$ cat src/verilog/alu_pkg.sv
////////////////////
// alu package: widths, chunking and settle time shared by the
// chunked arithmetic blocks, plus the operand word/chunk union
////////////////////

package alu_pkg;

    ////////////////////
    // datapath geometry
    ////////////////////

    // full operand width
    localparam int data_width = 32;
    // one chunk of logic between registers
    localparam int chunk_width = 8;
    localparam int chunk_count = data_width / chunk_width;

    ////////////////////
    // combining trees
    ////////////////////

    // inputs per combining unit in the reduction and equality trees
    localparam int tree_fan_in = 2;
    // results left after the first combining level
    localparam int pair_count = chunk_count / tree_fan_in;
    // registered levels, chunk stage included
    localparam int tree_depth = 3;

    // clocks after the last input change until every output is correct.
    // the carry ripple needs chunk_count-1, the trees need tree_depth
    localparam int settle_cycles =
        (chunk_count - 1 > tree_depth) ? (chunk_count - 1) : tree_depth;

    ////////////////////
    // reduction selectors
    ////////////////////

    // values for the op parameter of reduce_tree
    localparam int red_and = 0;
    localparam int red_or  = 1;
    localparam int red_xor = 2;

    ////////////////////
    // operand views
    ////////////////////

    // same 32 bits seen as a flat word or as chunks, chunk 0 at the lsb
    typedef union packed {
        logic [data_width-1:0]                   word;
        logic [chunk_count-1:0][chunk_width-1:0] chunk;
    } operand_u;

endpackage
$ cat src/verilog/chunked_alu.sv
////////////////////
// chunked alu: add, subtract, reductions and equality, each
// settled settle_cycles clocks after the operands stop changing
////////////////////

`timescale 1ns/100ps

module chunked_alu
    import alu_pkg::*;
(
    input  logic     clk,
    input  logic     rst,
    // operands are levels held by the environment
    input  operand_u a,
    input  operand_u b,
    input  operand_u c,
    output operand_u sum,
    output operand_u diff,
    output logic     gate_and,
    output logic     gate_or,
    output logic     gate_xor,
    output logic     cmp_eq,
    output logic     cmp_neq
);

    ////////////////////
    // arithmetic
    ////////////////////

    // a + b
    carry_ripple_unit #(.subtract(0)) i_add (
        .clk    (clk),
        .rst    (rst),
        .a      (a),
        .b      (b),
        .result (sum)
    );

    // a - b
    carry_ripple_unit #(.subtract(1)) i_sub (
        .clk    (clk),
        .rst    (rst),
        .a      (a),
        .b      (b),
        .result (diff)
    );

    ////////////////////
    // reductions of a
    ////////////////////

    reduce_tree #(.op(red_and)) i_red_and (
        .clk(clk), .rst(rst), .a(a), .result(gate_and)
    );

    reduce_tree #(.op(red_or)) i_red_or (
        .clk(clk), .rst(rst), .a(a), .result(gate_or)
    );

    reduce_tree #(.op(red_xor)) i_red_xor (
        .clk(clk), .rst(rst), .a(a), .result(gate_xor)
    );

    ////////////////////
    // a against c
    ////////////////////

    equality_compare i_cmp (
        .clk (clk),
        .rst (rst),
        .a   (a),
        .c   (c),
        .eq  (cmp_eq),
        .neq (cmp_neq)
    );

endmodule

$ cat src/verilog/equality_compare.sv
////////////////////
// equality compare: chunk-wise match of a and c folded by a
// registered AND tree into separate eq and neq registers
////////////////////

`timescale 1ns/100ps

module equality_compare
    import alu_pkg::*;
(
    input  logic     clk,
    input  logic     rst,
    input  operand_u a,
    input  operand_u c,
    output logic     eq,
    output logic     neq
);

    ////////////////////
    // chunk matches
    ////////////////////

    // high when chunk k of a matches chunk k of c
    logic [chunk_count-1:0] match_d;
    logic [chunk_count-1:0] match_q;
    // and of each group of tree_fan_in matches
    logic [pair_count-1:0]  pair_q;

    always_comb begin
        for (int k = 0; k < chunk_count; k++) begin
            match_d[k] = (a.chunk[k] == c.chunk[k]);
        end
    end

    ////////////////////
    // and tree
    ////////////////////

    always_ff @(posedge clk) begin
        if (rst) begin
            match_q <= '0;
            pair_q  <= '0;
        end else begin
            // edge 1
            match_q <= match_d;
            // edge 2, fan-in-2 and of neighbouring chunks
            for (int i = 0; i < pair_count; i++) begin
                pair_q[i] <= &match_q[i*tree_fan_in +: tree_fan_in];
            end
        end
    end

    // edge 3: last unit feeds two registers, eq and its complement.
    // neq gets its own flop instead of an inverter behind eq
    always_ff @(posedge clk) begin
        if (rst) begin
            // both low straight out of reset
            eq  <= 1'b0;
            neq <= 1'b0;
        end else begin
            eq  <= &pair_q;
            neq <= ~&pair_q;
        end
    end

    // once settled, exactly one of eq and neq is high

endmodule

$ cat src/verilog/reduce_tree.sv
////////////////////
// reduce tree: per-chunk bit reduction, then a registered
// fan-in-2 tree down to one output bit
////////////////////

`timescale 1ns/100ps

module reduce_tree
    import alu_pkg::*;
#(
    // red_and, red_or or red_xor
    parameter int op = red_and
) (
    input  logic     clk,
    input  logic     rst,
    input  operand_u a,
    output logic     result
);

    // level 1, one bit per chunk
    logic [chunk_count-1:0] chunk_q;
    // level 2, one bit per pair of chunks
    logic [pair_count-1:0]  pair_q;

    ////////////////////
    // operators
    ////////////////////

    // whole chunk down to one bit
    function automatic logic reduce_chunk(input logic [chunk_width-1:0] bits);
        logic r;
        case (op)
            red_or:  r = |bits;
            red_xor: r = ^bits;
            default: r = &bits;
        endcase
        return r;
    endfunction

    // one combining unit of the tree, same operator as the chunks
    function automatic logic combine(input logic [tree_fan_in-1:0] bits);
        logic r;
        case (op)
            red_or:  r = |bits;
            red_xor: r = ^bits;
            default: r = &bits;
        endcase
        return r;
    endfunction

    ////////////////////
    // pipeline
    ////////////////////

    always_ff @(posedge clk) begin
        if (rst) begin
            chunk_q <= '0;
            pair_q  <= '0;
            result  <= 1'b0;
        end else begin
            // edge 1, chunk reductions
            for (int k = 0; k < chunk_count; k++) begin
                chunk_q[k] <= reduce_chunk(a.chunk[k]);
            end
            // edge 2, neighbouring chunks combined
            for (int i = 0; i < pair_count; i++) begin
                pair_q[i] <= combine(chunk_q[i*tree_fan_in +: tree_fan_in]);
            end
            // edge 3, final unit into the output register
            result <= combine(pair_q);
        end
    end

    // stages always advance, so successive inputs can be in flight at once

endmodule

$ cat src/verilog/carry_ripple_unit.sv
////////////////////
// carry ripple unit: chunked add or subtract, carry registered
// between chunks so a full carry ripples one chunk per clock
////////////////////

`timescale 1ns/100ps

module carry_ripple_unit
    import alu_pkg::*;
#(
    // 0 gives a + b, 1 gives a - b
    parameter int subtract = 0
) (
    input  logic     clk,
    input  logic     rst,
    input  operand_u a,
    input  operand_u b,
    output operand_u result
);

    ////////////////////
    // chunk arithmetic
    ////////////////////

    // each chunk result keeps one extra bit for the carry or borrow out
    logic [chunk_count-1:0][chunk_width:0] chunk_full;
    // carry into each chunk, chunk 0 always starts clean
    logic [chunk_count-1:0]                carry_in;
    // registered carries at the chunk boundaries
    logic [chunk_count-1:1]                carry_q;

    assign carry_in = {carry_q, 1'b0};

    always_comb begin
        for (int k = 0; k < chunk_count; k++) begin
            if (subtract != 0) begin
                // borrow out shows up as the extra top bit going high
                chunk_full[k] = {1'b0, a.chunk[k]} - {1'b0, b.chunk[k]}
                              - {{chunk_width{1'b0}}, carry_in[k]};
            end else begin
                chunk_full[k] = {1'b0, a.chunk[k]} + {1'b0, b.chunk[k]}
                              + {{chunk_width{1'b0}}, carry_in[k]};
            end
            result.chunk[k] = chunk_full[k][chunk_width-1:0];
        end
    end

    ////////////////////
    // carry registers
    ////////////////////

    // carry out of the top chunk is dropped, result wraps modulo 2**32
    always_ff @(posedge clk) begin
        if (rst) begin
            carry_q <= '0;
        end else begin
            for (int k = 1; k < chunk_count; k++) begin
                // chunk k sees the carry of chunk k-1 one clock later
                carry_q[k] <= chunk_full[k-1][chunk_width];
            end
        end
    end

    // chunk k is right k clocks after a and b settle

endmodule

$ cat config.mk
export PLATFORM = sky130hd
export DESIGN_NAME = chunked_alu
export DESIGN_NICKNAME = d
export VERILOG_FILES = /design/src/verilog/alu_pkg.sv /design/src/verilog/chunked_alu.sv /design/src/verilog/equality_compare.sv /design/src/verilog/reduce_tree.sv /design/src/verilog/carry_ripple_unit.sv
export SDC_FILE = /design/constraint.sdc
export NUM_CORES = 1
export LEC_CHECK = 0
export BUFFER_PORTS_ARGS = -buffer_cell sky130_fd_sc_hd__buf_2
export CAP_MARGIN = 20
export CORE_ASPECT_RATIO = 0.9
export CORE_UTILIZATION = 53
export DETAILED_ROUTE_END_ITERATION = 10
export HOLD_SLACK_MARGIN = 0.02
export PLACE_DENSITY = 0.93
export REMOVE_ABC_BUFFERS = 1
export SLEW_MARGIN = 40
export SYNTH_ARGS = -nofsm -noshare
export SYNTH_HDL_FRONTEND = slang
export SYNTH_SLANG_ARGS = --single-unit
$ cat constraint.sdc
create_clock -name clk -period 3.05 [get_ports clk]
set_input_delay 0.4575 -clock clk [delete_from_list [all_inputs] [get_ports clk]]
set_output_delay 0.4575 -clock clk [all_outputs]
set_load 0.02 [all_outputs]
==> flow_metrics.env <==
export IMPL_drv_slew=0
export IMPL_grt_max_degree=36
export IMPL_synth_area_leaders="ha_1 (26%), dfxtp_1 (13%), xnor2_1 (13%)"
export IMPL_vdd_drop_max_mv=0.214
export IMPL_dr_first_iter_drc_count=121
export IMPL_preCtsSetupSlack_ns=0.106
export IMPL_hold_viol_final=0
export IMPL_antenna_cells_inserted=0
export IMPL_routed_via_count=4373
export IMPL_cts_sinks=35
export IMPL_drc=0
export IMPL_synthToLayoutAreaGrowth_pct=11.6
export IMPL_clock_skew_final_ns=0.0106
export IMPL_r2r_start="i_sub.carry_q[2]$_SDFF_PP0_"
export IMPL_fin_ws_ns=0.125
export IMPL_hold_class="flop to flop"
export IMPL_setup_viol=0
export IMPL_post_cts_buffers=0
export IMPL_grt_overflow_total=0
export IMPL_period_share_pct=95.9
export IMPL_final_nets=954
export IMPL_place_congestion=0.920
export IMPL_wl_per_cell_um=13.8
export IMPL_worstSetupStartpoint="a[24]"
export IMPL_synth_distinct_cells=40
export IMPL_synth_cells=631
export IMPL_port_buffers=166
export IMPL_grtUsageTotal_pct=22.5
export IMPL_htreeDepth=2
export IMPL_synth_async_reset_ratio_pct=0
export IMPL_worstSetupPathType="primary input to output port"
export IMPL_synth_top_area_share_pct=25.8
export IMPL_post_route_util_pct=60.8
export IMPL_cts_clk_slew_worst_paths_ns=0.07
export IMPL_required_ns=2.59
export IMPL_dieArea_mm2=0.0103
export IMPL_grt_antenna_before_repair=0
export IMPL_start_util_pct=54.4
export IMPL_ys_seq_area_share_pct=13.4
export IMPL_cts_tree="built"
export IMPL_start_kind="primary input"
export IMPL_leakage_nw=3.06
export IMPL_ioPinCount=167
export IMPL_fin_crit_ns=2.92
export IMPL_max_cap_viol_count=0
export IMPL_dp_cells=853
export IMPL_first_pass_iters=5
export IMPL_syn_area_mm2=0.00523
export IMPL_relSlewSlack_pct=55.6
export IMPL_drive_above_1_share_pct=25.0
export IMPL_fp_dieH_um=96.3
export IMPL_ys_warn_count=0
export IMPL_synth_edf_count=0
export IMPL_clock_fmax_ghz=0.342
export IMPL_synth_top_cell_by_area="ha_1"
export IMPL_worst_path_max_fanout=4
export IMPL_grt_pass1_wl_um=18400
export IMPL_fin_cells=861
export IMPL_power_per_cell_area_mw_per_mm2=404
export IMPL_grt_pass1_vias=4215
export IMPL_rows=34
export IMPL_cts_buffers=5
export IMPL_vias_per_cell=5.08
export IMPL_min_delay_start="i_cmp.match_q[3]$_SDFF_PP0_"
export IMPL_clockBufferDepth=2
export IMPL_drtAntennaViolNets=0
export IMPL_worst_pin_slew_ns=0.667
export IMPL_cts_hold_buf=0
export IMPL_synth_seq_cells=35
export IMPL_end_kind="output port"
export IMPL_core_area_mm2=0.00961
export IMPL_syn_avg_cell_area_um2=8.29
export IMPL_die_x_um=107
export IMPL_synth_main_ff_cell="dfxtp_1"
export IMPL_nFillCells=822
export IMPL_dp_hpwl_um=10100
export IMPL_routed_wirelength_um=11900
export IMPL_cp_arrival_ns=2.47
export IMPL_status="completed"
export IMPL_cts_root_buf="clkbuf_8"
export IMPL_clkLatencyLatePin_ns=0.28
==> worst max-delay path, cell delays in order <==
cell	delay, ns
buf_2	0.14
fa_1	0.58
inv_1	0.06
ha_1	0.17
o21ai_0	0.19
nand3b_1	0.16
o31ai_2	0.24
o21ai_0	0.15
xnor2_1	0.15
buf_2	0.17
==> final timing paths <==
path | end | slack (ns) | depth (start not counted)
max | diff[31] | 0.13 | 10
min | i_cmp.pair_q[1]$_SDFF_PP0_ | 0.42 | 2
max reg2reg | i_sub.carry_q[3]$_SDFF_PP0_ | 0.94 | 9
min reg2reg | i_cmp.pair_q[1]$_SDFF_PP0_ | 0.42 | 2
==> per-layer routing <==
metal  GRT usage, %  share of wire, %  vias up
met3           4.20               6.5       22
met1           25.7                42     2000
met4           6.62               1.6        0
met5              0                 0        -
li1               -                 -     2178
met2           42.8                50      173
==> cell usage after synthesis (2+ instances only) <==
| cell type | number |
|---|---|
| a21oi_1 | 26 |
| xor2_1 | 22 |
| a211oi_1 | 4 |
| nand4_1 | 8 |
| nand2_1 | 16 |
| nand2b_1 | 4 |
| a21o_1 | 5 |
| nor3_1 | 5 |
| dfxtp_1 | 35 |
| fa_1 | 14 |
| o21bai_1 | 6 |
| inv_1 | 102 |
| o21a_1 | 5 |
| a31oi_1 | 2 |
| a221oi_2 | 5 |
| nor4_1 | 6 |
| o22ai_1 | 4 |
| o21ai_0 | 12 |
| a41oi_1 | 4 |
| o31ai_1 | 5 |
| xnor2_1 | 76 |
| ha_1 | 108 |
| a21boi_0 | 2 |
| o21ai_1 | 5 |
| buf_4 | 65 |
| a221oi_1 | 2 |
| nand3b_1 | 5 |
| nor2_1 | 51 |
| clkbuf_1 | 5 |
| nand3_1 | 6 |
| nor2b_1 | 7 |
==> final cells by class <==
cell class	count	area [µm²]	area share, %
inverter	102	383	6.55
clock inverter	3	43.8	0.750
timing repair buffer	167	838	14.3
clock buffer	5	68.8	1.18
sequential	35	701	12.0
multi-input combinational	423	3650	62.5
tap	126	158	2.70
==> per-stage QoR <==
stage / area (µm²) / TNS (ns) / power, W / hold WS [ns]
floorplan: 4720 / 0 / 0.00149 / 0.395
global placement: 5720 / 0 / 0.00190 / 0.398
detailed placement: 5720 / 0 / 0.00195 / 0.407
CTS: 5830 / 0 / 0.00237 / 0.418
global route: 5840 / -0.00704 / 0.00253 / 0.440
finish: 5840 / 0 / 0.00236 / 0.415
==> registers in the layout (all words and copies together) (netlist names) <==
name	count
i_add.carry_q	3
i_cmp.eq	1
i_red_and.result	1
i_cmp.pair_q	2
i_sub.carry_q	3
i_red_xor.chunk_q	4
i_red_xor.result	1
i_red_or.chunk_q	4
i_red_or.pair_q	2
i_red_or.result	1
i_cmp.neq	1
i_red_and.chunk_q	4
i_red_xor.pair_q	2
i_red_and.pair_q	2
i_cmp.match_q	4
==> layout by cell type (no fill, tap or decap), drive strengths merged, types with 2 or more instances in the layout <==
master and n:
nor3 5, nand3 6, clkinv 2, nand2b 4, a31oi 2, a221oi 7
a21boi 2, nor2 51, nand3b 5, a21oi 26, o21a 5, a211oi 4
a21o 5, o22ai 4, o21bai 7, ha 108, dfxtp 35, buf 167
o31ai 5, a41oi 4, xor2 22, clkbuf 5, xnor2 76, nand4 8
fa 14, inv 102, o21ai 17, nor4 6, nor2b 7, nand2 16
==> power by group <==
part | total (W) | switching [W] | leakage [nW] | internal (W)
logic | 0.00144 | 0.000863 | 2.71 | 0.000579
registers | 0.000511 | 0.0000150 | 0.288 | 0.000496
clock network | 0.000410 | 0.000167 | 0.0581 | 0.000243
total | 0.00236 | 0.00104 | 3.06 | 0.00132
==> kinds of logic (layout without fill, tap and decap cells) <==
| kind of cell | after synthesis | after routing | synth area share (%) |
|---|---|---|---|
| buffers and inverters | 173 | 277 | 17.1 |
| AO/OA/AOI/OAI | 90 | 90 | 11.7 |
| multiplexers | 1 | 1 | 0.191 |
| AND/OR/NAND/NOR | 112 | 112 | 10.1 |
| XOR/XNOR | 98 | 98 | 16.4 |
| flip-flops | 35 | 35 | 13.4 |
| adder cells (fa/ha/maj) | 122 | 122 | 31.2 |
==> timing repair <==
| item | in CTS | in global routing |
|---|---|---|
| resized for setup | 0 | 2 |
| endpoints found under the hold margin | 0 | 0 |
| endpoints found under the setup margin | 0 | 3 |
Power figures use the tool's default switching activity.
